<file path="src/logic/pcie_tlp_pkg.sv">
// TLP format and type codes and the first header dword layout.
// Used to classify received TLPs for flow-control credit accounting.
`default_nettype none

package pcie_tlp_pkg;

  // fmt[2:0] in bits 7:5, type[4:0] in bits 4:0
  typedef enum logic [7:0] {
    MRD32   = 8'h00,
    MRDLK32 = 8'h01,
    IORD    = 8'h02,
    CFGRD0  = 8'h04,
    CFGRD1  = 8'h05,
    CPL     = 8'h0A,
    CPLLK   = 8'h0B,
    MRD64   = 8'h20,
    MRDLK64 = 8'h21,
    MSG     = 8'h30,
    MWR32   = 8'h40,
    IOWR    = 8'h42,
    CFGWR0  = 8'h44,
    CFGWR1  = 8'h45,
    CPLD    = 8'h4A,
    CPLDLK  = 8'h4B,
    MWR64   = 8'h60,
    MSGD    = 8'h70
  } tlp_fmt_type_e;

  // header byte 0 sits in the low byte of the realigned beat
  typedef struct packed {
    logic [7:0]    len_lo;
    logic          td;
    logic          ep;
    logic [1:0]    attr;
    logic [1:0]    at;
    logic [1:0]    len_hi;
    logic          t9;
    logic [2:0]    tc;
    logic          t8;
    logic          attr2;
    logic          ln;
    logic          th;
    tlp_fmt_type_e fmt_type;
  } tlp_dw0_fields_t;

  typedef union packed {
    logic [31:0]     raw;
    tlp_dw0_fields_t f;
  } tlp_dw0_u;

  typedef enum logic [1:0] {
    CC_NONE      = 2'd0,
    CC_POSTED    = 2'd1,
    CC_NONPOSTED = 2'd2,
    CC_CPL       = 2'd3
  } credit_class_e;

  localparam int HDR_CREDIT_W  = 8;
  localparam int DATA_CREDIT_W = 12;

endpackage

`default_nettype wire

</file>
<file path="src/logic/tlp_credit_counter.sv">
// Consumed flow-control credit counters for the six credit types.
// Header is captured on hdr_valid_i, counts move one cycle after tlp_good_i.
`timescale 1ns/10ps
`default_nettype none

module tlp_credit_counter (
  input  logic                                    clk_i,
  input  logic                                    rst_i,
  input  pcie_tlp_pkg::tlp_dw0_u                  hdr_dw0_i,
  input  logic                                    hdr_valid_i,
  input  logic                                    tlp_good_i,
  output logic [pcie_tlp_pkg::HDR_CREDIT_W-1:0]  ph_o,
  output logic [pcie_tlp_pkg::HDR_CREDIT_W-1:0]  nph_o,
  output logic [pcie_tlp_pkg::HDR_CREDIT_W-1:0]  cplh_o,
  output logic [pcie_tlp_pkg::DATA_CREDIT_W-1:0] pd_o,
  output logic [pcie_tlp_pkg::DATA_CREDIT_W-1:0] npd_o,
  output logic [pcie_tlp_pkg::DATA_CREDIT_W-1:0] cpld_o
);
  import pcie_tlp_pkg::*;

  tlp_fmt_type_e            ft;
  credit_class_e            cls_d;
  credit_class_e            cls_q;
  logic                     has_data_d;
  logic                     has_data_q;
  logic                     hdr_seen_q;
  logic [9:0]               len;
  logic [10:0]              len_dw;
  logic [DATA_CREDIT_W-1:0] dcred_d;
  logic [DATA_CREDIT_W-1:0] dcred_q;

  // length 0 encodes 1024 dwords, one data credit per 4 dwords
  assign len     = {hdr_dw0_i.f.len_hi, hdr_dw0_i.f.len_lo};
  assign len_dw  = {~|len, len};
  assign dcred_d = DATA_CREDIT_W'((len_dw + 11'd3) >> 2);

  always_comb begin
    ft = hdr_dw0_i.f.fmt_type;
    // messages keep their routing code in the low type bits
    if (ft[4:3] == 2'b10) begin
      ft = tlp_fmt_type_e'({ft[7:3], 3'b000});
    end
    cls_d      = CC_NONE;
    has_data_d = 1'b0;
    case (ft)
      MWR32, MWR64, MSGD: begin
        cls_d      = CC_POSTED;
        has_data_d = 1'b1;
      end
      MSG: cls_d = CC_POSTED;
      MRD32, MRD64, MRDLK32, MRDLK64, IORD, CFGRD0, CFGRD1: cls_d = CC_NONPOSTED;
      IOWR, CFGWR0, CFGWR1: begin
        cls_d      = CC_NONPOSTED;
        has_data_d = 1'b1;
      end
      CPL, CPLLK: cls_d = CC_CPL;
      CPLD, CPLDLK: begin
        cls_d      = CC_CPL;
        has_data_d = 1'b1;
      end
      default: cls_d = CC_NONE;
    endcase
  end

  always_ff @(posedge clk_i) begin
    if (hdr_valid_i) begin
      dcred_q <= dcred_d;
    end
  end

  always_ff @(posedge clk_i) begin
    if (rst_i) begin
      cls_q      <= CC_NONE;
      has_data_q <= 1'b0;
      hdr_seen_q <= 1'b0;
      ph_o       <= '0;
      nph_o      <= '0;
      cplh_o     <= '0;
      pd_o       <= '0;
      npd_o      <= '0;
      cpld_o     <= '0;
    end else begin
      if (hdr_valid_i) begin
        cls_q      <= cls_d;
        has_data_q <= has_data_d;
        hdr_seen_q <= 1'b1;
      end else if (tlp_good_i) begin
        hdr_seen_q <= 1'b0;
      end
      if (tlp_good_i) begin
        case (cls_q)
          CC_POSTED: begin
            ph_o <= ph_o + 1'b1;
            if (has_data_q) begin
              pd_o <= pd_o + dcred_q;
            end
          end
          CC_NONPOSTED: begin
            nph_o <= nph_o + 1'b1;
            if (has_data_q) begin
              npd_o <= npd_o + dcred_q;
            end
          end
          CC_CPL: begin
            cplh_o <= cplh_o + 1'b1;
            if (has_data_q) begin
              cpld_o <= cpld_o + dcred_q;
            end
          end
          default: ;
        endcase
      end
    end
  end

  // a good verdict needs the header pulse of the same packet
  a_good_has_hdr : assert property (@(posedge clk_i) disable iff (rst_i)
    tlp_good_i |-> hdr_seen_q);

endmodule

`default_nettype wire

</file>
<file path="config.mk">
export PLATFORM = sky130hd
export DESIGN_NAME = tlp_credit_counter
export DESIGN_NICKNAME = d
export VERILOG_FILES = /design/src/logic/pcie_tlp_pkg.sv /design/src/logic/tlp_credit_counter.sv
export SDC_FILE = /design/constraint.sdc
export NUM_CORES = 1
export LEC_CHECK = 0
export BUFFER_PORTS_ARGS = -buffer_cell sky130_fd_sc_hd__buf_2
export CORE_MARGIN = 2
export CORE_UTILIZATION = 40
export DETAILED_ROUTE_END_ITERATION = 12
export PLACE_DENSITY = 0.61
export SLEW_MARGIN = 20
export SYNTH_ARGS = -nofsm -noshare
export SYNTH_HDL_FRONTEND = slang
export SYNTH_SLANG_ARGS = --single-unit
</file>
<file path="constraint.sdc">
create_clock -name clk_i -period 2.45 [get_ports clk_i]
set_clock_uncertainty 0.2 [all_clocks]
set_input_delay 0 -clock clk_i [delete_from_list [all_inputs] [get_ports clk_i]]
set_output_delay 0 -clock clk_i [all_outputs]
set_load 0.1 [all_outputs]
</file>
==> impl_metrics.tcl <==
set metrics [dict create \
    outcome "finished, final reports clean" \
    seq_area_frac_synth 0.353 \
    dr.pass1.iters 4 \
    critPathKind "in -> reg" \
    slew-limit-headroom 0.668 \
    utilization 0.508 \
    tightest_slew_ns 0.495 \
    antenna_left 0 \
    startpoint "hdr_dw0_i[7]" \
    crit_arrival_ns 2.48 \
    dpl.hpwl_mm 8.22 \
    max_freq_mhz 421 \
    dieArea_mm2 0.0119 \
    pwr-share-clk 0.390 \
    power_frac_comb 0.130 \
    core_mm2 0.0108 \
    htreeDepth 3 \
    clock_latency_ns 0.36 \
    placedCellCount 729 \
    synthDistinctLibCells 56 \
    rsz0062_at_grt "yes" \
    path_max_fanout 4 \
    synth-edff-count 10 \
    viasPerCell 5.44 \
    routedWlPerCell_um 14.7 \
    hold_violations 0 \
    rr_startpoint "dcred_q[0]" \
    clkTransAtPathRegs_ns 0.08 \
    p_leak_nw 2.37 \
    maxCapViolCount 0 \
    async_flop_share 0 \
    grt_max_degree 33 \
    syn_inst 519 \
    ys_warn_count 0 \
    synth_most_common_cell "dfxtp_1" \
    max-clock-path-buffers 2 \
    clkSinkCount 73 \
    drive_above_1_share 0.200 \
    antenna_found_initial 0 \
    portBuffers 81 \
    num_vias 4210 \
    p_seq_frac 0.480 \
    switching_power_mw 0.722 \
    finalNonFillerCells 774 \
    gp_congestion 0.844 \
    cts_tree "done" \
    area_growth_pct 24.2 \
    overflow 0 \
    nNetsFinal 701 \
    p_per_area_mw_per_mm2 484 \
    synth_commonest_cells "dfxtp_1 (63), nor2_1 (58), nand2_1 (56)" \
    finalSetupViolCount 0 \
    intPower_mw 1.94 \
    rows 38 \
    drt_iter0_drc 255 \
    synth_area_leader_cell "dfxtp_1" \
    hp-start "hdr_dw0_i[3]" \
    cts_buffers 9 \
    maxSlewViolCount 0 \
    start_util 0.409 \
    cp.required_ns 2.55 \
    end_kind "register" \
    critical_path.startpoint_type "input port" \
    ios 96 \
    p_sw_frac 0.271 \
    netlist_area_mm2 0.00443 \
    grt_pass1_vias 3890 \
    fin_crit_sh 0.969 \
    min_period_ns 2.37 \
    grt_first_pass_wirelength_mm 18.3 \
    yosysTopAreaCellShare 0.285 \
    root_buffer "clkbuf_8" \
    drt-total-wl_mm 11.3 \
    drcViolationCount 0 \
    grt_util_all_layers 0.197 \
    ir_worst_vdd_mv 0.310 \
    ys_top_cells_by_area "dfxtp_1 (28%), ha_1 (9.3%), edfxtp_1 (6.8%), nor2_1 (4.9%), nand2_1 (4.7%)" \
    min_path_type "in -> reg" \
    avgSynthCellArea_um2 8.53 \
    synthFlopType "dfxtp_1" \
    diodes 0 \
    synth_nets 591 \
    die_height_um 109 \
    synth-seq-cells 73 \
    die_w_um 109 \
]
power by group through the flow:
stage / combinational, mW / clock (mW) / sequential [mW]
2_1_floorplan: 0.179 / 0 / 1.33
3_3_place_gp: 0.299 / 0 / 1.31
3_5_place_dp: 0.304 / 0 / 1.31
4_1_cts: 0.343 / 1.07 / 1.28
5_1_grt: 0.383 / 1.12 / 1.28
6_report: 0.346 / 1.04 / 1.28
worst max-delay path, cell delays in order:
cell	delay, ns
dlygate4sd3_1	0.53
buf_2	0.15
nor4_1	0.40
a21oi_1	0.12
dlygate4sd3_1	0.56
nor3_1	0.16
dlygate4sd3_1	0.56
metal layers:
| layer | wire length (µm) | part of all wire | vias to the layer above | track usage |
|---|---|---|---|---|
| met5 | 0 | 0 | - | 0 |
| met4 | 257 | 0.023 | 0 | 0.0868 |
| met3 | 629 | 0.055 | 17 | 0.0448 |
| met2 | 5040 | 0.44 | 106 | 0.307 |
| met1 | 5410 | 0.48 | 1947 | 0.259 |
| li1 | - | - | 2140 | - |
area by class of cell:
type / instances / area [µm²]
sequential: 73 / 1580
timing repair buffer: 119 / 763
tap: 140 / 175
inverter: 8 / 30.0
fill: 1060 / 5340
multi-input combinational: 418 / 2750
clock inverter: 6 / 82.6
clock buffer: 10 / 128
kinds of logic after synthesis:
group	synth area share
AO/OA/AOI/OAI	0.183
XOR/XNOR	0.0732
adder cells (fa/ha/maj)	0.107
buffers and inverters	0.0297
flip-flops	0.353
multiplexers	0.00904
other	0.000847
AND/OR/NAND/NOR	0.245
flip-flops by register name, summed over array words and instances, names as in the netlist:
name        flops
nph_o           8
ph_o            8
npd_o          12
cls_q           2
dcred_q        10
cpld_o         12
has_data_q      1
pd_o           12
cplh_o          8
through the flow:
| stage | area [µm²] | setup WS (ns) | hold WS (ns) | power (mW) | TNS, ns |
|---|---|---|---|---|---|
| final | 5500 | 0.0766 | 0.0454 | 2.67 | 0 |
| after global routing | 5500 | -0.0230 | 0.0551 | 2.78 | -0.0230 |
| after CTS | 5490 | 0.0727 | 0.0289 | 2.69 | 0 |
| after detailed placement | 4990 | 0.0925 | 0.125 | 1.61 | 0 |
| after global placement | 4990 | 0.117 | 0.124 | 1.61 | 0 |
| after floorplan | 4450 | -0.0371 | -0.104 | 1.51 | -0.0371 |
worst paths after layout:
path,end,slack (ns),cells after the start
worst min register to register,pd_o[4],0.27,2
worst max-delay path,has_data_q,0.08,7
worst max register to register,pd_o[10],0.14,7
worst min-delay path,cls_q[0],0.05,5
layout by cell type, fill, tap and decap left out, types with 11 or more instances in the layout:
cell,count
dfxtp_1,50
nor2_1,58
o21ai_0,21
nand2_1,56
ha_1,33
a21o_1,11
a211oi_1,14
dlygate4sd3_1,29
buf_2,81
xnor2_1,18
xor2_1,19
a21oi_1,36
dfxtp_2,13
nor4b_1,13
nand3_1,24
what timing repair did:
item / 4_1_cts / 5_1_grt
hold buffers: 29 / 0
endpoints found under the setup margin: 0 / 3
setup buffers: 0 / 0
resized for setup: 0 / 2
hold endpoints to repair: 30 / 0
No activity file was read; power rests on OpenSTA's default activity.
