[config.mk]
export PLATFORM = sky130hd
export DESIGN_NAME = lcrc32_calc
export DESIGN_NICKNAME = d
export VERILOG_FILES = /design/src/logic/pcie_dll_pkg.sv /design/src/logic/lcrc32_calc.sv
export SDC_FILE = /design/constraint.sdc
export NUM_CORES = 1
export LEC_CHECK = 0
export BUFFER_PORTS_ARGS = -buffer_cell sky130_fd_sc_hd__buf_2
export CELL_PAD_IN_SITES_DETAIL_PLACEMENT = 1
export CELL_PAD_IN_SITES_GLOBAL_PLACEMENT = 1
export CORE_UTILIZATION = 30
export DETAILED_ROUTE_END_ITERATION = 6
export GPL_TIMING_DRIVEN = 0
export PLACE_DENSITY_LB_ADDON = 0.05
export SYNTH_ARGS = -nofsm -noshare
export SYNTH_HDL_FRONTEND = slang
export SYNTH_SLANG_ARGS = --single-unit
[constraint.sdc]
create_clock -name vclk -period 6.5
set_clock_uncertainty 0.05 [all_clocks]
set_input_delay 0 -clock vclk [all_inputs]
set_output_delay 0 -clock vclk [all_outputs]
set_load 0.02 [all_outputs]
[src/logic/pcie_dll_pkg.sv]
// Data link layer definitions shared by the receive path.
// Covers the link status, stream sizing, LCRC constants and frame buffer depth.
`default_nettype none

package pcie_dll_pkg;

  typedef enum logic [1:0] {
    DL_INACTIVE = 2'd0,
    DL_INIT     = 2'd1,
    DL_ACTIVE   = 2'd2
  } link_status_e;

  localparam int DATA_W = 32;
  localparam int KEEP_W = DATA_W / 8;
  localparam int SEQ_W  = 12;

  // reflected form of 04C11DB7, register shifts toward bit 0
  localparam logic [31:0] LCRC_POLY = 32'hEDB8_8320;
  localparam logic [31:0] LCRC_SEED = 32'hFFFF_FFFF;

  localparam int MAX_PAYLOAD_BYTES = 256;
  // 4 header dwords plus the largest payload
  localparam int MAX_TLP_WORDS = 4 + MAX_PAYLOAD_BYTES / 4;
  localparam int RX_FRAMES = 2;
  localparam int FIFO_ADDR_W = $clog2(RX_FRAMES * MAX_TLP_WORDS);

endpackage

`default_nettype wire

[src/logic/lcrc32_calc.sv]
// Combinational LCRC step for one stream beat.
// Folds nbytes_i+1 bytes, lowest byte first, into the running reflected CRC-32.
`timescale 1ns/10ps
`default_nettype none

module lcrc32_calc (
  input  logic [pcie_dll_pkg::DATA_W-1:0] data_i,
  input  logic [31:0]                     crc_i,
  input  logic [1:0]                      nbytes_i,
  output logic [31:0]                     crc_o
);
  import pcie_dll_pkg::*;

  logic [31:0] crc;

  always_comb begin
    crc = crc_i;
    for (int b = 0; b < KEEP_W; b++) begin
      if (b <= int'(nbytes_i)) begin
        // bit-serial, lsb of each byte enters first
        for (int i = 0; i < 8; i++) begin
          crc = (crc >> 1) ^ (LCRC_POLY & {32{crc[0] ^ data_i[8*b+i]}});
        end
      end
    end
    crc_o = crc;
  end

endmodule

`default_nettype wire

==> qor.txt, run 1 <==
input/output buffers = 96
final hold vios = 0
Buffers & Inverters on Critical Path = 3
Setup TNS Final = 0 ns
clock buffers = 0
cell row count = 47
Placed Cells incl. Taps = 859
per-instance average area after synthesis = 9.37 um2
Hold WC Path Type = input port to output port
leading cell types by count after synthesis = sky130_fd_sc_hd__xnor2_1, sky130_fd_sc_hd__xor2_1, sky130_fd_sc_hd__xnor3_1
dominant combinational cell family by area after synthesis = XOR/XNOR gates
number of warning messages in the yosys log = 0
synthesized-area fraction occupied by xor and xnor cells = 69.4%
Final Routed Wirelength = 17700 um
proportion of synthesized area in mux cells = 9.15%
number of antenna cells inserted = 0
Final nets = 707
arrival time at the worst endpoint = 6.03 ns
family with the most delay on the worst path = XOR/XNOR gates
register area share after synthesis = 0%
post-route minimum period = 6.08 ns
Core Footprint = 16600 um2
most common cell in the synthesized netlist = sky130_fd_sc_hd__xnor2_1
Routability Congestion = 0.848
remaining routing DRC violations = 0
number of standard cells after synthesis = 543
number of detailed-route iterations in the first pass = 6
die height = 132 um
starting density of the core = 30.7%
slowest stage delay, CP = 0.61 ns
max cap viols = 0
share of the synthesized area in the top cell type = 27.4%
RSZ-0062 raised after global routing = no
share of synthesized cell area in and, or, nand and nor gates = 10.9%
maximum clock rate = 0.165 GHz
most area-hungry cell type in the Yosys netlist = sky130_fd_sc_hd__xnor2_1
Net Count, Synth = 609
area after detailed placement = 5840 um2
vias in the first global route = 4456
post-DR wirelength/cell = 20.6 um
number of antenna violations at the first check in global routing = 0
final slew viol count = 0
largest net degree at the start of global routing = 11
I/O pin count = 98
total via count in the routed design = 4132
post-synthesis cell area = 5090 um2
number of violations reported at the end of detailed-routing iteration 0 = 154
finished layout cell area = 5850 um2
largest cells by area after synthesis = sky130_fd_sc_hd__xnor2_1, sky130_fd_sc_hd__xnor3_1, sky130_fd_sc_hd__xor2_1
post-route clock period utilization = 93.5%
count of unique library cells instantiated by Yosys = 56
Least-Margin Pin Slew = 0.961 ns
critical-path cell list = buf_2 -> xnor2_2 -> xnor3_1 -> xnor2_2 -> xnor3_1 -> mux2i_4 -> xor2_4 -> xnor2_1 -> clkbuf_1 -> nor3b_1 -> a2111oi_0 -> nand4_2 -> xor2_1 -> xnor2_1 -> mux4_2 -> buf_2
post-synthesis adder-cell area fraction = 0%
layout cell share with drive strength beyond 1 = 21.9%
worst setup path class = input port to output port
required time of the critical path = 6.45 ns
status = completed
Slew Limit Headroom = 35.7%
type of origin of the critical path = input port
Area Growth Syn to Fin = 15.0%
Max stage delay cell, worst path = sky130_fd_sc_hd__xnor3_1
post-detailed-route via-to-cell ratio = 4.81
area enclosed by the die boundary = 17500 um2
share of the synthesized area in compound gates (AO/OA/AOI/OAI) = 8.14%
num sequential = 0
Max Fanout on Critical Path = 10
antenna-violating nets left = 0
Post-CTS Hold Buffers = 0
total gr overflow = 0
final instance count without filler cells = 859
placed wire-length estimate = 15100 um
type of element capturing the critical path = output port
first-pass GRT wire length = 27200 um
Die X = 132 um
Sequential Area = 0 um2
Finish-stage setup viols = 0
global-route total usage across every layer = 20.4%
==> layer usage <==
metal / global-route usage (%) / wire (um) / share of wire, % / vias to the layer above
met5: 0 / 0 / 0 / -
met4: 1.53 / 123 / 0.69 / 0
met3: 0.846 / 575 / 3.2 / 8
met2: 33.6 / 8110 / 46 / 72
met1: 30.6 / 8900 / 50 / 2025
li1: - / - / - / 2027
==> cell type report <==
cell class / instances / area [um2]
repair buffers: 96 / 480
inverters: 3 / 11.3
fillers: 1991 / 10700
well taps: 220 / 275
plain buffers: 27 / 109
multi-input cells: 513 / 4970
==> layout by cell type, fill, tap and decap left out, types with 2 or more instances in the layout <==
master,instances
sky130_fd_sc_hd__xnor2_1,158
sky130_fd_sc_hd__nand3_1,3
sky130_fd_sc_hd__nor2_1,32
sky130_fd_sc_hd__xor2_1,61
sky130_fd_sc_hd__clkbuf_1,19
sky130_fd_sc_hd__a21oi_2,2
sky130_fd_sc_hd__a211oi_1,2
sky130_fd_sc_hd__nor2b_1,2
sky130_fd_sc_hd__xnor3_2,2
sky130_fd_sc_hd__nand3b_1,6
sky130_fd_sc_hd__or3b_2,2
sky130_fd_sc_hd__mux4_2,2
sky130_fd_sc_hd__xnor2_4,5
sky130_fd_sc_hd__a2111oi_0,2
sky130_fd_sc_hd__or2_2,2
sky130_fd_sc_hd__xnor2_2,10
sky130_fd_sc_hd__and3b_1,2
sky130_fd_sc_hd__mux2_2,2
sky130_fd_sc_hd__and3_1,2
sky130_fd_sc_hd__xor3_1,7
sky130_fd_sc_hd__nand2b_1,4
sky130_fd_sc_hd__nand2_1,36
sky130_fd_sc_hd__xor2_4,2
sky130_fd_sc_hd__buf_1,4
sky130_fd_sc_hd__buf_2,99
sky130_fd_sc_hd__mux2i_1,36
sky130_fd_sc_hd__nor3_1,4
sky130_fd_sc_hd__o21ai_1,2
sky130_fd_sc_hd__inv_1,3
sky130_fd_sc_hd__a21oi_1,26
sky130_fd_sc_hd__nor3b_1,6
sky130_fd_sc_hd__xor2_2,5
sky130_fd_sc_hd__o21ai_0,24
sky130_fd_sc_hd__xnor3_1,43
==> logic make-up after synthesis <==
group / after synthesis
AO/OA/AOI/OAI: 69
AND/OR/NAND/NOR: 109
buffers and inverters: 30
multiplexers: 42
XOR/XNOR: 293
==> path summary, 6_finish.rpt <==
kind	from	endpoint	cells past startpoint
worst max-delay path	data_i[0]	crc_o[28]	16
worst min-delay path	data_i[26]	crc_o[0]	5
==> metrics by stage <==
stage                     util, %  setup slack [ns]  hold WS, ns
after global routing         35.3             0.146        0.718
after CTS                    35.2             0.261        0.688
after floorplan                 -              1.75        0.393
final                        35.3             0.423        0.668
after global placement       35.2             0.376        0.675
after detailed placement     35.2             0.270        0.681
==> timing repair <==
item                                   4_1_cts  5_1_grt
setup endpoints to repair                    0        2
buffers inserted                             0        0
resized for setup                            0        1
endpoints found under the hold margin        0        0
==> tightest hold or removal path, stage by stage <==
cell	delay [ns]
sky130_fd_sc_hd__buf_2	0.10
sky130_fd_sc_hd__xor2_2	0.19
sky130_fd_sc_hd__xnor2_1	0.20
sky130_fd_sc_hd__a21oi_1	0.08
sky130_fd_sc_hd__buf_2	0.15
Power of run 1 is left out: the tool's default activity adds up to more than one toggle a clock period on the data nets, which glitch-free logic cannot reach.
==> inputs of run 2 (changes only) <==
CELL_PAD_IN_SITES_GLOBAL_PLACEMENT = 2   (was 1)
==> run 2 against run 1 <==
Compared with the run above:
- setup slack improved by 0.025 ns
- largest cell class unchanged
- maximum frequency grew 0.41%
- global-route usage grew 0.24 points
- wire length grew 1.0%
- utilization up 0.075 points
- final cell count unchanged
- non-clock buffer count is the same
- first-iteration DRC count is 16% lower
- sequential share of layout area stayed put
==> qor.txt, run 2 (synthesis gave the netlist of run 1 again) <==
status = completed (unchanged)
Core Footprint = 16600 um2 (unchanged)
Final Routed Wirelength = 17900 um (was 17700 um)
cell row count = 47 (unchanged)
worst setup path class = input port to output port (unchanged)
required time of the critical path = 6.45 ns (about the same)
commonest cells after routing, fill and taps aside = sky130_fd_sc_hd__xnor2_1, sky130_fd_sc_hd__buf_2, sky130_fd_sc_hd__xor2_1, sky130_fd_sc_hd__xnor3_1 (unchanged)
post-route minimum period = 6.05 ns (was 6.08 ns)
most common cell after layout, fill and taps aside = sky130_fd_sc_hd__xnor2_1 (unchanged)
Sequential Area = 0 um2 (unchanged)
I/O pin count = 98 (unchanged)
Hold WC Path Type = input port to output port (unchanged)
remaining routing DRC violations = 0 (unchanged)
Setup Slack @ Placement = 0.0896 ns (was 0.270 ns)
post-detailed-route via-to-cell ratio = 4.83 (was 4.81)
post-DR wirelength/cell = 20.8 um (was 20.6 um)
max cap viols = 0 (unchanged)
Max Fanout on Critical Path = 10 (unchanged)
area enclosed by the die boundary = 17500 um2 (unchanged)
antenna-violating nets left = 0 (unchanged)
clock buffers = 0 (unchanged)
Die X = 132 um (unchanged)
Routability Congestion = 0.794 (was 0.848)
total gr overflow = 0 (unchanged)
post-CTS setup-driven buffer insertion count = 0 (unchanged)
slowest stage delay, CP = 0.66 ns (was 0.61 ns)
number of detailed-route iterations in the first pass = 4 (was 6)
number of violations reported at the end of detailed-routing iteration 0 = 129 (was 154)
placed wire-length estimate = 15300 um (was 15100 um)
first-pass GRT wire length = 27500 um (was 27200 um)
Finish-stage setup viols = 0 (unchanged)
post-route clock period utilization = 93.1% (was 93.5%)
Area Growth Syn to Fin = 15.3% (was 15.0%)
starting density of the core = 30.7% (unchanged)
Least-Margin Pin Slew = 0.877 ns (was 0.961 ns)
final hold vios = 0 (unchanged)
vias in the first global route = 4441 (was 4456)
RSZ-0062 raised after global routing = no (unchanged)
type of element capturing the critical path = output port (unchanged)
Most Frequent Cell on Critical Path = sky130_fd_sc_hd__xor2_1
Slew Limit Headroom = 41.4% (was 35.7%)
maximum clock rate = 0.165 GHz (about the same)
Max stage delay cell, worst path = sky130_fd_sc_hd__xnor3_1 (unchanged)
slack of the critical path = 0.448 ns (was 0.423 ns)
num sequential = 0 (unchanged)
total via count in the routed design = 4146 (was 4132)
type of origin of the critical path = input port (unchanged)
arrival time at the worst endpoint = 6.00 ns (was 6.03 ns)
filler instances = 2003 (was 1991)
critical-path cell list = buf_2 -> xor2_1 -> xnor3_1 -> xnor2_2 -> xnor3_1 -> mux2i_1 -> xnor2_2 -> xor2_1 -> clkbuf_1 -> nor2_1 -> a2111oi_0 -> nand4_2 -> xor2_1 -> xnor2_1 -> mux4_2 -> buf_2 (was buf_2 -> xnor2_2 -> xnor3_1 -> xnor2_2 -> xnor3_1 -> mux2i_4 -> xor2_4 -> xnor2_1 -> clkbuf_1 -> nor3b_1 -> a2111oi_0 -> nand4_2 -> xor2_1 -> xnor2_1 -> mux4_2 -> buf_2)
family with the most delay on the worst path = XOR/XNOR gates (unchanged)
input/output buffers = 96 (unchanged)
Buffers & Inverters on Critical Path = 3 (unchanged)
final slew viol count = 0 (unchanged)
number of antenna cells inserted = 0 (unchanged)
number of antenna violations at the first check in global routing = 0 (unchanged)
Final nets = 707 (unchanged)
largest net degree at the start of global routing = 11 (unchanged)
global-route total usage across every layer = 20.6% (was 20.4%)
Setup TNS Final = 0 ns (unchanged)
layout cell share with drive strength beyond 1 = 22.1% (was 21.9%)
die height = 132 um (unchanged)
==> run 2: cell counts in the layout (fill, tap and decap cells not counted) <==
No cell type changed its count.
==> run 2: repair_timing <==
action / 4_1_cts / 5_1_grt
endpoints found under the setup margin: 0 / 6
resized for setup: 0 / 4
hold buffers: 0 / 0
==> run 2: final timing paths <==
path                  startpoint        end  slack [ns]  cells after the start
worst min-delay path  data_i[26]   crc_o[0]        0.67                      5
worst max-delay path   data_i[5]  crc_o[28]        0.45                     16
==> run 2: stage by stage <==
stage,hold WS (ns),instance area [um2],cells,util (%)
2_1_floorplan,0.393,5090,543,-
3_3_place_gp,0.665,5840,859,35.2
3_5_place_dp,0.665,5840,859,35.2
4_1_cts,0.673,5840,859,35.2
5_1_grt,0.710,5860,859,35.3
6_report,0.675,5860,859,35.3
==> run 2: per-layer routing <==
layer,GRT usage [%],wire length [um]
met1,30.8,8830
met3,0.308,587
met4,0,0
met5,0,0
met2,35.2,8480
==> run 2: tightest hold or removal path, delay by kind of cell <==
family	cells	cell delay, ns
AOI/OAI and AO/OA	1	0.07
xor gates and xnor gates	2	0.40
buffers and inverters	2	0.25
==> run 2: cell type report <==
class              instances  area [um2]  area share [%]
inverters                  3        11.3           0.192
well taps                220         275            4.70
multi-input cells        513        4980            85.0
repair buffers            96         480            8.20
plain buffers             27         110            1.88
Power of run 2 is left out for the same reason.
==> inputs of run 3 (changes only) <==
clock period = 6.8 ns   (was 6.5 ns; I/O delays follow)
==> run 3 against run 2 <==
Compared with the run above:
- worst hold slack got worse by 0.0016 ns
- setup slack worse by 0.00067 ns
- final cell count unchanged
- sequential share of layout area is the same
- critical path depth is the same
- utilization is 0.12 points lower
- non-clock buffer count did not move
- first-iteration DRC count rose by 2.3%
- count of clock-buffer cells in the layout did not move
- die area is the same
- design area decreased by 0.34%
- highest routed layer unchanged
==> qor.txt, run 3 (synthesis gave the netlist of run 1 again) <==
status = completed (unchanged)
post-route clock period utilization = 93.4%
final hold vios = 0 (unchanged)
Hold WC Path Type = input port to output port (unchanged)
first-pass GRT wire length = 27500 um (unchanged)
total via count in the routed design = 4160 (was 4146)
area after detailed placement = 5840 um2 (unchanged)
clock buffers = 0 (unchanged)
global-route total usage across every layer = 20.6% (unchanged)
number of gates given a new drive strength after cts = 0 (unchanged)
Die X = 132 um (unchanged)
vias in the first global route = 4441 (unchanged)
Least-Margin Pin Slew = 0.876 ns (was 0.877 ns)
worst setup path class = input port to output port (unchanged)
Slew Limit Headroom = 41.4% (about the same)
most common cell after layout, fill and taps aside = sky130_fd_sc_hd__xnor2_1 (unchanged)
post-route minimum period = 6.35 ns
commonest cells after routing, fill and taps aside = sky130_fd_sc_hd__xnor2_1, sky130_fd_sc_hd__buf_2, sky130_fd_sc_hd__xor2_1, sky130_fd_sc_hd__xnor3_1 (unchanged)
antenna-violating nets left = 0 (unchanged)
number of violations reported at the end of detailed-routing iteration 0 = 132 (was 129)
post-route core utilization = 35.2% (was 35.3%)
filler instances = 2002 (was 2003)
Placed Cells incl. Taps = 859 (unchanged)
input/output buffers = 96 (unchanged)
area enclosed by the die boundary = 17500 um2 (unchanged)
Final nets = 707 (unchanged)
type of origin of the critical path = input port (unchanged)
Post-CTS Hold Buffers = 0 (unchanged)
Setup TNS Final = 0 ns (unchanged)
placed wire-length estimate = 15300 um (unchanged)
I/O pin count = 98 (unchanged)
cell row count = 47 (unchanged)
num sequential = 0 (unchanged)
arrival time at the worst endpoint = 6.30 ns (was 6.00 ns)
RSZ-0062 raised after global routing = no (unchanged)
max cap viols = 0 (unchanged)
type of element capturing the critical path = output port (unchanged)
finished layout cell area = 5840 um2 (was 5860 um2)
Finish-stage setup viols = 0 (unchanged)
total gr overflow = 0 (unchanged)
Core Footprint = 16600 um2 (unchanged)
starting density of the core = 30.7% (unchanged)
post-detailed-route via-to-cell ratio = 4.84 (was 4.83)
layout cell share with drive strength beyond 1 = 21.8% (was 22.1%)
remaining routing DRC violations = 0 (unchanged)
final slew viol count = 0 (unchanged)
number of detailed-route iterations in the first pass = 4 (unchanged)
Area Growth Syn to Fin = 14.9% (was 15.3%)
maximum clock rate = 0.157 GHz
largest net degree at the start of global routing = 11 (unchanged)
post-DR wirelength/cell = 20.8 um (about the same)
total area of multi-input combinational cells = 4970 um2 (was 4980 um2)
number of antenna cells inserted = 0 (unchanged)
Max Fanout on Critical Path = 10 (unchanged)
die height = 132 um (unchanged)
final instance count without filler cells = 859 (unchanged)
Final Routed Wirelength = 17800 um (was 17900 um)
Routability Congestion = 0.794 (unchanged)
post-CTS setup-driven buffer insertion count = 0 (unchanged)
number of antenna violations at the first check in global routing = 0 (unchanged)
Sequential Area = 0 um2 (unchanged)
required time of the critical path = 6.75 ns (was 6.45 ns)
[run 3: cell counts in the layout (fill, tap and decap cells not counted)]
Identical to the previous run, type by type.
[run 3: worst paths after layout]
kind / start / to / depth (start not counted)
hold / removal: data_i[26] / crc_o[0] / 5
setup / recovery: data_i[4] / crc_o[28] / 16
[run 3: metal layers]
layer	wire [um]	global-route usage, %	part of all wire, %
met1	8730	30.8	49
met2	8450	35.2	47
met3	660	0.308	3.7
met4	0	0	0
met5	0	0	0
[run 3: layout make-up]
type,count,area share [%]
Multi-Input combinational cell,513,85.0
Timing Repair Buffer,96,8.22
Tap cell,220,4.71
Buffer,27,1.86
Inverter,3,0.193
[run 3: critical path, stage by stage]
cell and delay (ns):
sky130_fd_sc_hd__buf_2 0.12, sky130_fd_sc_hd__xnor2_2 0.57, sky130_fd_sc_hd__xnor3_1 0.62, sky130_fd_sc_hd__xnor2_2 0.54
sky130_fd_sc_hd__xnor3_1 0.40, sky130_fd_sc_hd__mux2i_1 0.12, sky130_fd_sc_hd__xnor2_1 0.67, sky130_fd_sc_hd__xor2_1 0.29
sky130_fd_sc_hd__clkbuf_1 0.46, sky130_fd_sc_hd__nor2_1 0.10, sky130_fd_sc_hd__a2111oi_0 0.59, sky130_fd_sc_hd__nand4_2 0.48
sky130_fd_sc_hd__xor2_1 0.54, sky130_fd_sc_hd__xnor2_1 0.11, sky130_fd_sc_hd__mux4_2 0.50, sky130_fd_sc_hd__buf_2 0.18
[run 3: per-stage QoR]
step                hold slack (ns)  setup WS, ns
floorplan                     0.393          2.05
global placement              0.665         0.421
detailed placement            0.665         0.390
CTS                           0.673         0.383
global route                  0.710        0.0326
finish                        0.673         0.447
Power of run 3 is left out for the same reason.
