==> src/logic/pcie_dll_pkg.sv <==
// Data link layer definitions shared by the receive path.
// Covers the link status, stream sizing, LCRC constants and frame buffer depth.
`default_nettype none

package pcie_dll_pkg;

  typedef enum logic [1:0] {
    DL_INACTIVE = 2'd0,
    DL_INIT     = 2'd1,
    DL_ACTIVE   = 2'd2
  } link_status_e;

  localparam int DATA_W = 32;
  localparam int KEEP_W = DATA_W / 8;
  localparam int SEQ_W  = 12;

  // reflected form of 04C11DB7, register shifts toward bit 0
  localparam logic [31:0] LCRC_POLY = 32'hEDB8_8320;
  localparam logic [31:0] LCRC_SEED = 32'hFFFF_FFFF;

  localparam int MAX_PAYLOAD_BYTES = 256;
  // 4 header dwords plus the largest payload
  localparam int MAX_TLP_WORDS = 4 + MAX_PAYLOAD_BYTES / 4;
  localparam int RX_FRAMES = 2;
  localparam int FIFO_ADDR_W = $clog2(RX_FRAMES * MAX_TLP_WORDS);

endpackage

`default_nettype wire

==> src/logic/pcie_tlp_pkg.sv <==
// TLP format and type codes and the first header dword layout.
// Used to classify received TLPs for flow-control credit accounting.
`default_nettype none

package pcie_tlp_pkg;

  // fmt[2:0] in bits 7:5, type[4:0] in bits 4:0
  typedef enum logic [7:0] {
    MRD32   = 8'h00,
    MRDLK32 = 8'h01,
    IORD    = 8'h02,
    CFGRD0  = 8'h04,
    CFGRD1  = 8'h05,
    CPL     = 8'h0A,
    CPLLK   = 8'h0B,
    MRD64   = 8'h20,
    MRDLK64 = 8'h21,
    MSG     = 8'h30,
    MWR32   = 8'h40,
    IOWR    = 8'h42,
    CFGWR0  = 8'h44,
    CFGWR1  = 8'h45,
    CPLD    = 8'h4A,
    CPLDLK  = 8'h4B,
    MWR64   = 8'h60,
    MSGD    = 8'h70
  } tlp_fmt_type_e;

  // header byte 0 sits in the low byte of the realigned beat
  typedef struct packed {
    logic [7:0]    len_lo;
    logic          td;
    logic          ep;
    logic [1:0]    attr;
    logic [1:0]    at;
    logic [1:0]    len_hi;
    logic          t9;
    logic [2:0]    tc;
    logic          t8;
    logic          attr2;
    logic          ln;
    logic          th;
    tlp_fmt_type_e fmt_type;
  } tlp_dw0_fields_t;

  typedef union packed {
    logic [31:0]     raw;
    tlp_dw0_fields_t f;
  } tlp_dw0_u;

  typedef enum logic [1:0] {
    CC_NONE      = 2'd0,
    CC_POSTED    = 2'd1,
    CC_NONPOSTED = 2'd2,
    CC_CPL       = 2'd3
  } credit_class_e;

  localparam int HDR_CREDIT_W  = 8;
  localparam int DATA_CREDIT_W = 12;

endpackage

`default_nettype wire

==> src/logic/dll_rx_framer.sv <==
// Receive framer of the data link layer.
// Strips the sequence number, realigns the TLP by 16 bits, checks LCRC and
// sequence, writes the TLP to the frame buffer and requests a flow-control update.
`timescale 1ns/10ps
`default_nettype none

module dll_rx_framer (
  input  logic                              clk_i,
  input  logic                              rst_i,
  input  pcie_dll_pkg::link_status_e        link_status_i,
  input  logic [pcie_dll_pkg::DATA_W-1:0]   s_tdata_i,
  input  logic [pcie_dll_pkg::KEEP_W-1:0]   s_tkeep_i,
  input  logic                              s_tvalid_i,
  input  logic                              s_tlast_i,
  output logic                              s_tready_o,
  output logic [pcie_dll_pkg::DATA_W-1:0]   crc_beat_o,
  output logic [31:0]                       crc_run_o,
  output logic [1:0]                        crc_nbytes_o,
  input  logic [31:0]                       crc_next_i,
  output logic [pcie_dll_pkg::DATA_W-1:0]   wr_data_o,
  output logic [pcie_dll_pkg::KEEP_W-1:0]   wr_keep_o,
  output logic                              wr_valid_o,
  output logic                              wr_last_o,
  output logic                              commit_o,
  output logic                              drop_o,
  input  logic                              wr_ready_i,
  output pcie_tlp_pkg::tlp_dw0_u            hdr_dw0_o,
  output logic                              hdr_valid_o,
  output logic                              tlp_good_o,
  output logic                              fc_start_o,
  input  logic                              fc_start_ack_i,
  output logic [pcie_dll_pkg::SEQ_W-1:0]    next_rcv_seq_o,
  output logic                              tlp_nullified_o
);
  import pcie_dll_pkg::*;

  typedef enum logic [2:0] {
    ST_IDLE,
    ST_HEADER,
    ST_STREAM,
    ST_TAIL,
    ST_VERDICT,
    ST_ACK
  } rx_state_e;

  rx_state_e          state_q;
  logic               link_ok;
  logic               beat_acc;
  logic               bad_keep;
  logic               room;
  logic               stream_wr;
  logic               pkt_good;
  logic [DATA_W-1:0]  prev_q;
  logic [DATA_W-1:0]  pend_q;
  logic [DATA_W-1:0]  realigned;
  logic [31:0]        crc_q;
  logic [31:0]        rx_lcrc_q;
  logic [SEQ_W-1:0]   rx_seq_q;
  logic [SEQ_W-1:0]   exp_seq_q;
  logic [7:0]         dw_cnt_q;
  logic               bad_q;
  logic               fc_start_q;
  logic               nullified_q;

  assign link_ok = (link_status_i == DL_ACTIVE);

  // buffer space for a whole TLP is checked only at packet start
  always_comb begin
    case (state_q)
      ST_IDLE:                       s_tready_o = link_ok && wr_ready_i;
      ST_HEADER, ST_STREAM, ST_TAIL: s_tready_o = link_ok;
      default:                       s_tready_o = 1'b0;
    endcase
  end

  assign beat_acc  = s_tvalid_i && s_tready_o;
  assign bad_keep  = !s_tlast_i && (s_tkeep_i != '1);
  assign room      = (dw_cnt_q < 8'(MAX_TLP_WORDS));
  assign realigned = {s_tdata_i[15:0], prev_q[31:16]};

  // crc runs one beat behind, the last beat only adds 2 bytes of the one before
  assign crc_beat_o   = prev_q;
  assign crc_run_o    = crc_q;
  assign crc_nbytes_o = s_tlast_i ? 2'd1 : 2'd3;

  // received LCRC is the inverted register, lowest byte first on the link
  assign pkt_good = !bad_q && (~crc_q == rx_lcrc_q) && (rx_seq_q == exp_seq_q);

  // each dword is written once the following beat proves it is not the last
  assign stream_wr  = beat_acc && (state_q == ST_STREAM) && !s_tlast_i && room;
  assign wr_data_o  = pend_q;
  assign wr_keep_o  = '1;
  assign wr_valid_o = stream_wr || (state_q == ST_VERDICT);
  assign wr_last_o  = (state_q == ST_VERDICT);
  assign commit_o   = (state_q == ST_VERDICT) && pkt_good;
  assign drop_o     = (state_q == ST_VERDICT) && !pkt_good;
  assign tlp_good_o = commit_o;

  assign hdr_dw0_o.raw = realigned;
  assign hdr_valid_o   = beat_acc && (state_q == ST_HEADER) && !s_tlast_i;

  assign fc_start_o      = fc_start_q;
  assign next_rcv_seq_o  = exp_seq_q;
  assign tlp_nullified_o = nullified_q;

  always_ff @(posedge clk_i) begin
    if (beat_acc) begin
      prev_q <= s_tdata_i;
      if (state_q == ST_IDLE) begin
        // seq sits in the low 12 bits of the first two bytes, msb byte first
        rx_seq_q <= SEQ_W'({s_tdata_i[7:0], s_tdata_i[15:8]});
        crc_q    <= LCRC_SEED;
      end else if (state_q != ST_TAIL) begin
        crc_q <= crc_next_i;
        if (s_tlast_i) begin
          rx_lcrc_q <= realigned;
        end else if (room) begin
          pend_q <= realigned;
        end
      end
    end
  end

  always_ff @(posedge clk_i) begin
    if (rst_i) begin
      state_q     <= ST_IDLE;
      dw_cnt_q    <= '0;
      bad_q       <= 1'b0;
      fc_start_q  <= 1'b0;
      nullified_q <= 1'b0;
      exp_seq_q   <= '0;
    end else begin
      case (state_q)
        ST_IDLE: begin
          if (beat_acc) begin
            nullified_q <= 1'b0;
            dw_cnt_q    <= '0;
            bad_q       <= bad_keep || s_tlast_i;
            if (s_tlast_i) begin
              state_q <= ST_VERDICT;
            end else if (bad_keep) begin
              state_q <= ST_TAIL;
            end else begin
              state_q <= ST_HEADER;
            end
          end
        end
        ST_HEADER: begin
          if (beat_acc) begin
            dw_cnt_q <= 8'd1;
            if (s_tlast_i) begin
              // no complete dword before the LCRC
              bad_q   <= 1'b1;
              state_q <= ST_VERDICT;
            end else if (bad_keep) begin
              bad_q   <= 1'b1;
              state_q <= ST_TAIL;
            end else begin
              state_q <= ST_STREAM;
            end
          end
        end
        ST_STREAM: begin
          if (beat_acc) begin
            if (s_tlast_i) begin
              bad_q   <= bad_q || (s_tkeep_i != 4'b0011);
              state_q <= ST_VERDICT;
            end else begin
              if (room) begin
                dw_cnt_q <= dw_cnt_q + 1'b1;
              end
              if (bad_keep || !room) begin
                bad_q   <= 1'b1;
                state_q <= ST_TAIL;
              end
            end
          end
        end
        // discard the rest of a malformed packet
        ST_TAIL: begin
          if (beat_acc && s_tlast_i) begin
            state_q <= ST_VERDICT;
          end
        end
        ST_VERDICT: begin
          fc_start_q  <= 1'b1;
          nullified_q <= !pkt_good;
          if (pkt_good) begin
            exp_seq_q <= exp_seq_q + 1'b1;
          end
          state_q <= ST_ACK;
        end
        ST_ACK: begin
          if (fc_start_ack_i) begin
            fc_start_q <= 1'b0;
            state_q    <= ST_IDLE;
          end
        end
        default: state_q <= ST_IDLE;
      endcase
    end
  end

  a_ready_needs_link : assert property (@(posedge clk_i) disable iff (rst_i)
    s_tready_o |-> link_status_i == DL_ACTIVE);

endmodule

`default_nettype wire

==> config.mk <==
export PLATFORM = sky130hd
export DESIGN_NAME = dll_rx_framer
export DESIGN_NICKNAME = d
export VERILOG_FILES = /design/src/logic/pcie_dll_pkg.sv /design/src/logic/pcie_tlp_pkg.sv /design/src/logic/dll_rx_framer.sv
export SDC_FILE = /design/constraint.sdc
export NUM_CORES = 1
export LEC_CHECK = 0
export BUFFER_PORTS_ARGS = -buffer_cell sky130_fd_sc_hd__buf_2
export CORE_ASPECT_RATIO = 0.75
export CORE_UTILIZATION = 50
export DETAILED_ROUTE_END_ITERATION = 10
export GPL_ROUTABILITY_DRIVEN = 0
export PLACE_DENSITY = 0.8
export SYNTH_ARGS = -nofsm -noshare
export SYNTH_HDL_FRONTEND = slang
export SYNTH_SLANG_ARGS = --single-unit
==> constraint.sdc <==
create_clock -name clk_i -period 8.7 [get_ports clk_i]
set_clock_uncertainty 0.2 [all_clocks]
set_input_delay 0 -clock clk_i [delete_from_list [all_inputs] [get_ports clk_i]]
set_output_delay 0 -clock clk_i [all_outputs]
set_load 0.05 [all_outputs]
==> impl_metrics.toml, run 1 <==
[worst_hold_path]
min_path_type = "primary input to flip-flop"

[routing]
drt_iter0_markers = 395
detail_route.wirelength_um = 16400
first_pass_iters = 5
routedWlPerCell_um = 17.9
vias = 4721
route.detailed.drc = 0
drtAntennaViolNets = 0
via_per_inst = 5.14

[final_layout]
syn_to_final_growth_pct = 35.1
final_cell_mix = "225 x buf_2, 140 x edfxtp_1, 71 x dlygate4sd3_1, 32 x xor2_1, 32 x or2_2"
layout_commonest_cell = "buf_2"
nNetsFinal = 813
fillers = 901
drive_gt1_share_pct = 41.7
diodes = 0

[synthesis]
synth-edff-count = 140
yosys.area.top_type_share_pct = 62.5
netlist_top_cells_area = "edfxtp_1 63%, dfxtp_1 7.7%, buf_4 4.2%, xor2_1 4.2%, or2_2 3.0%"
ys_warn_count = 0
synth-compound-area-share_pct = 4.06
synth_top_family_by_area = "simple AND/OR/NAND/NOR gates"
synth.area.mux_share_pct = 1.12
yosysSeqAreaShare_pct = 70.3
yosys_most_used_dff = "edfxtp_1"
yosys.area_share.simple_pct = 12.4
synth-xor-area-share_pct = 6.25
syn_area_per_cell_um2 = 14.6
synthArstFlopShare_pct = 0
ys_types = 51
yosys.area.top_type = "edfxtp_1"
ys_ff_latch = 166
synthAdderAreaFrac_pct = 0.372
syn_inst = 460
netlist_area_mm2 = 0.00672

[sta]
worstMarginPinSlew_ns = 1.14
layout_min_cycle_time_ns = 3.31
setup_violations = 0
max-slew-margin-rel_pct = 23.7
rsz0062_at_grt = "no"
finalMaxSlewViolations = 0
fmax_ghz = 0.302
hold_viol_final = 0
fin_crit_sh_pct = 38.0
finalSetupTns_ns = 0
fin_ws_ns = 5.39

[clock_tree]
clk_pin_slew_ns = 0.06
max-clock-path-buffers = 2
cts_tree = "built"
clock_sinks = 166
post_cts_buffers = 0
cts-hold-fix-buffers = 71
h-tree-depth = 4
cts_inserted_buffers = 17
cts_root_buf = "clkbuf_16"
cts-resized-gates = 0
clk_latency_ns = 0.42

[setup_path]
path_class = "flip-flop to flip-flop"
r2r_slack_ns = 5.39
worst_setup_path_end_kind = "flip-flop"
cp.arrival_ns = 3.41
cp-start-kind = "flip-flop"
crit_path_max_fanout = 38
required_ns = 8.81

[floorplan]
core.rowCount = 36
coreArea_mm2 = 0.0131
die_w_um = 136
die_h_um = 102
io_pins = 231
start_util_pct = 51.5
die-area_mm2 = 0.0139

[placement]
pre_cts_slack_ns = 5.49
place_hpwl_um = 10600
port_buffers = 225

[global_route]
track_usage_pct = 23.9
grt_pass1_wl_um = 23800
grt_pass1_vias = 4492
gr-total-overflow = 0
antenna_found_initial = 0
grt_max_degree = 39

[power_and_ir_drop]
powerDensity_mw_per_mm2 = 193
ir_drop_mv = 0.166
power.leakage_uw = 0.00360

[outcome]
outcome = "complete, no violations"

[job]
cap_viol_max_count = 0
[registers in the layout, indices dropped and copies added, names as in the netlist]
signal,count
wr_data_o,32
fc_start_o,1
rx_seq_q,12
rx_lcrc_q,32
bad_q,1
state_q,3
tlp_nullified_o,1
crc_run_o,32
crc_beat_o,32
dw_cnt_q,8
next_rcv_seq_o,12
[kinds of logic (layout without fill, tap and decap cells)]
logic type	count (synthesis)	count (layout)
AO/OA/AOI/OAI	38	38
other	1	5
AND/OR/NAND/NOR	141	141
XOR/XNOR	48	48
buffers and inverters	58	342
multiplexers	6	6
flip-flops	166	166
adder cells (fa/ha/maj)	2	2
[synthesized netlist by cell type, drive strengths merged, types with 2 or more instances]
cell type	count
a2111oi	2
xnor2	16
or3	3
xor2	32
nand2	17
or2	32
nor3	7
nor2	32
nand3	5
o32a	2
ha	2
nor2b	6
nand4	15
clkbuf	8
mux2i	3
nor4	5
a21oi	13
mux2	3
edfxtp	140
a221oi	2
a41oi	3
and3	9
inv	10
buf	40
and4	2
nand4b	2
o21ai	7
nand2b	2
and2	3
dfxtp	26
[report_power, final]
part	leakage, uW	internal (uW)	total (uW)	switching [uW]
logic	0.00188	55.9	157	101
clock network	0.000272	419	717	298
registers	0.00145	874	881	7.90
[path summary, 6_finish.rpt]
path	from	endpoint	cells past startpoint
setup / recovery	state_q[0]	state_q[1]	7
hold / removal	s_tvalid_i	dw_cnt_q[1]	5
setup reg to reg	state_q[0]	state_q[1]	7
hold reg to reg	crc_beat_o[24]	wr_data_o[8]	0
[per-layer routing]
metal | GRT usage (%) | vias up | wire length (um)
met3 | 6.25 | 41 | 1300
met5 | 0 | - | 0
met1 | 28.8 | 2251 | 6700
li1 | - | 2177 | -
met4 | 10.7 | 0 | 347
met2 | 40.8 | 252 | 8070
[metrics by stage]
stage	utilization, %	instances	hold WS (ns)	power (uW)	instance area (um^2)
4_1_cts	69.5	919	0.00788	1760	9080
3_5_place_dp	59.8	816	-0.0219	1030	7810
6_report	69.5	919	0.0235	1750	9080
2_1_floorplan	-	464	-0.101	991	6740
3_3_place_gp	59.8	816	-0.0238	1020	7810
5_1_grt	69.5	919	0.0312	1800	9080
[worst max-delay path, stage by stage, from the launching register on]
cell and delay (ns):
dfxtp_1 0.75, nor3_1 0.18, nand4b_4 0.30, inv_2 0.72
o32a_1 0.33, o21ai_1 0.10, o21bai_1 0.21, a221oi_1 0.39
[layout make-up]
| cell class | count | area (um^2) | area share, % |
|---|---|---|---|
| flip-flops and latches | 166 | 4720 | 52.0 |
| inverters | 10 | 40.0 | 0.441 |
| well taps | 171 | 214 | 2.36 |
| repair buffers | 300 | 1870 | 20.5 |
| multi-input cells | 240 | 1670 | 18.4 |
| clock inverters | 14 | 136 | 1.50 |
| clock buffers | 18 | 429 | 4.72 |
No activity file was read; power rests on OpenSTA's default activity.
==> run 2, diff against run 1 <==
- CORE_UTILIZATION: 50 -> 45
- PLACE_DENSITY: 0.8 -> 0.76
- clock period: 8.7 -> 2.8 ns (I/O delays scaled with it)
==> impl_metrics.toml, run 2 (same netlist as run 1, synthesis figures left out) <==
[outcome]
outcome = "complete, no violations"

[clock_tree]
cts_root_buf = "clkbuf_16"
cts_inserted_buffers = 17
post_cts_buffers = 0
cts_tree = "built"
cts-hold-fix-buffers = 72
clk_pin_slew_ns = 0.07
clk_latency_ns = 0.43
cts-resized-gates = 0
max-clock-path-buffers = 2
clock_sinks = 166
h-tree-depth = 4

[placement]
port_buffers = 225
place_inst = 851
place_hpwl_um = 11000
pre_cts_slack_ns = 0.413

[setup_path]
max_stage_delay_ns = 0.49
reg2reg_depth = 6
required_ns = 2.60
path_class = "flip-flop to primary output"
worst_setup_path_end_kind = "primary output"
cp-start-kind = "flip-flop"
crit_slowest_cell = "nor4_1"
crit_path_max_fanout = 8
cp_cell_sequence = "xnor2_1 > nor4_1 > and4_4 > nand4_4 > inv_4 > buf_2"
r2r_start = "state_q[1]"
r2r_slack_ns = 0.34
reg2reg_to = "bad_q"
cp.arrival_ns = 2.41

[final_layout]
final_cells = 955
layout_commonest_cell = "buf_2"
fillers = 1059
syn_to_final_growth_pct = 37.1
diodes = 0
nNetsFinal = 820
final_cell_mix = "225 x buf_2, 140 x edfxtp_1, 72 x dlygate4sd3_1, 32 x xor2_1, 32 x or2_2"
drive_gt1_share_pct = 42.5

[power_and_ir_drop]
p_int_uw = 4150
swShare_pct = 24.9
power_uw = 5530
ir_drop_mv = 0.450
power.leakage_uw = 0.00367
p_comb_share_pct = 8.9
powerDensity_mw_per_mm2 = 601
seqPwrFrac_pct = 49.4
clkPwrFrac_pct = 41.7
p_switching_uw = 1380

[floorplan]
die_h_um = 108
core.rowCount = 38
io_pins = 231
start_util_pct = 46.4
coreArea_mm2 = 0.0145
die_w_um = 143
die-area_mm2 = 0.0154

[sta]
fmax_ghz = 0.383
rsz0062_at_grt = "no"
worstMarginPinSlew_ns = 0.566
finalMaxSlewViolations = 0
hold_slack_ns = 0.0240
layout_min_cycle_time_ns = 2.61
hold_viol_final = 0
setup_violations = 0
max-slew-margin-rel_pct = 62.0
fin_ws_ns = 0.189
fin_crit_sh_pct = 93.2

[worst_hold_path]
min_path_type = "primary input to flip-flop"
holdPathStages = 5
whs_endpoint = "bad_q"
hold_path.startpoint = "s_tkeep_i[2]"

[routing]
drt_iter0_markers = 264
via_per_inst = 4.96
detail_route.wirelength_um = 16900
route.detailed.drc = 0
routedWlPerCell_um = 17.7
first_pass_iters = 5
drtAntennaViolNets = 0
vias = 4737

[job]
cap_viol_max_count = 0

[global_route]
track_usage_pct = 22.7
grt_pass1_wl_um = 25100
antenna_found_initial = 0
grt_max_degree = 34
grt_pass1_vias = 4747
gr-total-overflow = 0
## run 2: cell count changes in the layout (fill, tap and decap cells not counted), sizes merged
| cell | change |
|---|---|
| clkinvlp | -1 |
| clkbuf | -1 |
| clkinv | -3 |
| bufinv | -1 |
| buf | +6 |
| inv | +6 |
| dlygate4sd3 | +1 |
## run 2: final cells by class
type | count | area, um^2 | area share (%)
tap | 200 | 250 | 2.72
multi-input combinational | 240 | 1690 | 18.3
timing repair buffer | 307 | 1920 | 20.9
clock inverter | 15 | 165 | 1.79
inverter | 10 | 40.0 | 0.435
clock buffer | 17 | 425 | 4.62
sequential | 166 | 4720 | 51.3
## run 2: routing by layer
| metal | wire (um) | GRT usage, % | vias to the layer above |
|---|---|---|---|
| li1 | - | - | 2200 |
| met5 | 0 | 0 | - |
| met1 | 6990 | 28.1 | 2295 |
| met4 | 236 | 7.53 | 0 |
| met2 | 8380 | 38.2 | 224 |
| met3 | 1300 | 6.41 | 18 |
## run 2: metrics by stage
| step | util [%] | TNS (ns) | area [um^2] |
|---|---|---|---|
| 2_1_floorplan | - | -5.45 | 6750 |
| 6_report | 63.5 | 0 | 9210 |
| 3_3_place_gp | 54.5 | 0 | 7900 |
| 3_5_place_dp | 54.5 | 0 | 7900 |
| 5_1_grt | 63.5 | 0 | 9210 |
| 4_1_cts | 63.5 | 0 | 9210 |
## run 2: power groups by stage
stage / sequential, uW / clock [uW] / combinational, uW
CTS: 2730 / 2340 / 489
finish: 2730 / 2310 / 494
floorplan: 2860 / 0 / 220
global route: 2740 / 2440 / 523
detailed placement: 2790 / 0 / 413
global placement: 2790 / 0 / 405
## run 2: worst max-delay path by stage
stage                  start                end  slack, ns  cells after the start
5_1_grt          rx_seq_q[6]             drop_o       0.03                      6
3_5_place_dp   crc_run_o[19]  next_rcv_seq_o[4]       0.41                      7
2_1_floorplan     state_q[0]       rx_lcrc_q[0]      -0.09                      5
3_3_place_gp   crc_run_o[19]  next_rcv_seq_o[4]       0.45                      7
6_report       crc_run_o[19]         tlp_good_o       0.19                      6
4_1_cts        crc_run_o[19]         tlp_good_o       0.16                      6
## run 2: critical path: cells and delay by family, from the launching register on
kind	cells	cell delay [ns]
simple gates	3	0.98
buf+inv	2	0.45
flops	1	0.40
xor+xnor	1	0.15
==> run 3, diff against run 2 <==
- CTS_BUF_LIST: not set -> sky130_fd_sc_hd__clkbuf_8 sky130_fd_sc_hd__clkbuf_16
- REMOVE_ABC_BUFFERS: not set -> 1
- clock period: 2.8 -> 2.4 ns (I/O delays scaled with it)
==> impl_metrics.toml, run 3 (same netlist as run 1, synthesis figures left out) <==
[placement]
place_hpwl_um = 11200
port_buffers = 225
placed_area_mm2 = 0.00795
pre_cts_slack_ns = 0.0176

[routing]
routedWlPerCell_um = 17.2
vias = 4796
drt_iter0_markers = 225
detail_route.wirelength_um = 16700
route.detailed.drc = 0
via_per_inst = 4.92
drtAntennaViolNets = 0
first_pass_iters = 5

[final_layout]
diodes = 0
drive_gt1_share_pct = 45.2
fillers = 1077
layout_commonest_cell = "buf_2"
final_util_pct = 64.9
nNetsFinal = 840
multi_input_area_mm2 = 0.00174
seq_area_mm2 = 0.00473
final_cell_mix = "222 x buf_2, 140 x edfxtp_1, 69 x dlygate4sd3_1, 32 x or2_2, 31 x buf_4"
final_area_mm2 = 0.00941
syn_to_final_growth_pct = 40.0

[floorplan]
core.rowCount = 38
die-area_mm2 = 0.0154
io_pins = 231
die_h_um = 108
start_util_pct = 46.4
coreArea_mm2 = 0.0145
die_w_um = 143

[clock_tree]
clk_latency_ns = 0.42
clk_pin_slew_ns = 0.07
cts_root_buf = "clkbuf_16"
h-tree-depth = 4
cts_tree = "built"
max-clock-path-buffers = 2
clock_sinks = 166
cts_inserted_buffers = 17

[sta]
layout_min_cycle_time_ns = 2.33
rsz0062_at_grt = "yes"
fmax_ghz = 0.429
setup_violations = 0
fin_crit_sh_pct = 97.2
hold_viol_final = 0
finalMaxSlewViolations = 0
fin_ws_ns = 0.0681
finalSetupTns_ns = 0

[global_route]
gr-total-overflow = 0
antenna_found_initial = 0
grt_max_degree = 23
track_usage_pct = 22.3
grt_pass1_vias = 4724
grt_pass1_wl_um = 24900

[setup_path]
r2r_slack_ns = 0.07
required_ns = 2.51
max_stage_delay_ns = 0.44
reg2reg_to = "next_rcv_seq_o[4]"
cp_top_family = "simple AND/OR/NAND/NOR gates"
reg2reg_depth = 9
worst_setup_path_end_kind = "flip-flop"
r2r_start = "crc_run_o[18]"
cp-start-kind = "flip-flop"
path_class = "flip-flop to flip-flop"
crit_path_max_fanout = 4
cp.arrival_ns = 2.44
endpoint = "next_rcv_seq_o[4]"
crit_start = "crc_run_o[18]"
cp_cell_sequence = "xor2_2 > nand4_1 > nor4_4 > buf_4 > nand4_4 > inv_6 > buf_12 > nand3_2 > mux2_4"
path_buf_inv = 3
path_depth = 9
crit_slowest_cell = "edfxtp_1"

[outcome]
outcome = "complete, no violations"

[power_and_ir_drop]
ir_drop_mv = 0.487
powerDensity_mw_per_mm2 = 667
power.leakage_uw = 0.00374

[worst_hold_path]
min_path_type = "primary input to flip-flop"

[job]
cap_viol_max_count = 0
-- run 3: changes by cell type in the layout (fill, tap and decap cells not counted), sizes merged --
cell and change:
dlygate4sd3 -3, inv -5, clkinvlp +5, buf +23
-- run 3: through the flow --
stage | std cells | power, uW | hold slack, ns
floorplan | 416 | 3490 | -0.200
global placement | 859 | 3730 | -0.0240
detailed placement | 859 | 3740 | -0.0219
CTS | 969 | 6310 | 0.0000592
global route | 975 | 6470 | 0.0635
finish | 975 | 6280 | 0.0188
-- run 3: cell type report --
class	count	area share, %
flip-flops and latches	166	50.2
repair buffers	327	22.5
multi-input cells	240	18.4
clock buffers	17	4.52
well taps	200	2.66
clock inverters	15	1.24
inverters	10	0.452
-- run 3: worst min-delay path by stage --
stage | slack, ns | endpoint | depth (start not counted) | startpoint
after floorplan | -0.20 | hdr_dw0_o[16] | 0 | s_tdata_i[0]
after detailed placement | -0.02 | crc_beat_o[16] | 1 | s_tdata_i[16]
final | 0.02 | bad_q | 6 | s_tvalid_i
after global routing | 0.06 | crc_beat_o[26] | 2 | s_tdata_i[26]
after global placement | -0.02 | crc_beat_o[20] | 1 | s_tdata_i[20]
after CTS | 0.00006 | state_q[1] | 4 | s_tkeep_i[0]
-- run 3: report_power, final --
part | switching, uW | internal (uW) | leakage, uW
combinational | 365 | 213 | 0.00204
sequential | 24.9 | 3170 | 0.00145
clock | 1100 | 1410 | 0.000248
total | 1490 | 4790 | 0.00374
-- run 3: metal layers --
| layer | wire [um] | track usage (%) |
|---|---|---|
| met5 | 0 | 0 |
| met2 | 8250 | 37.1 |
| met1 | 6930 | 27.4 |
| met4 | 302 | 9.37 |
| met3 | 1260 | 6.32 |
-- run 3: tightest hold or removal path: cells and delay by family --
family	cells	cell delay, ns
AOI/OAI and AO/OA	2	0.15
buffers and inverters	1	0.11
and+or+nand+nor	2	0.25
muxes	1	0.08
-- run 3: repair_timing --
action                     CTS  global route
hold buffers                69             0
setup endpoints to repair    3            12
buffers inserted             9             6
pin swaps                    9             8
hold endpoints to repair   127             0
gates resized for setup     16             5
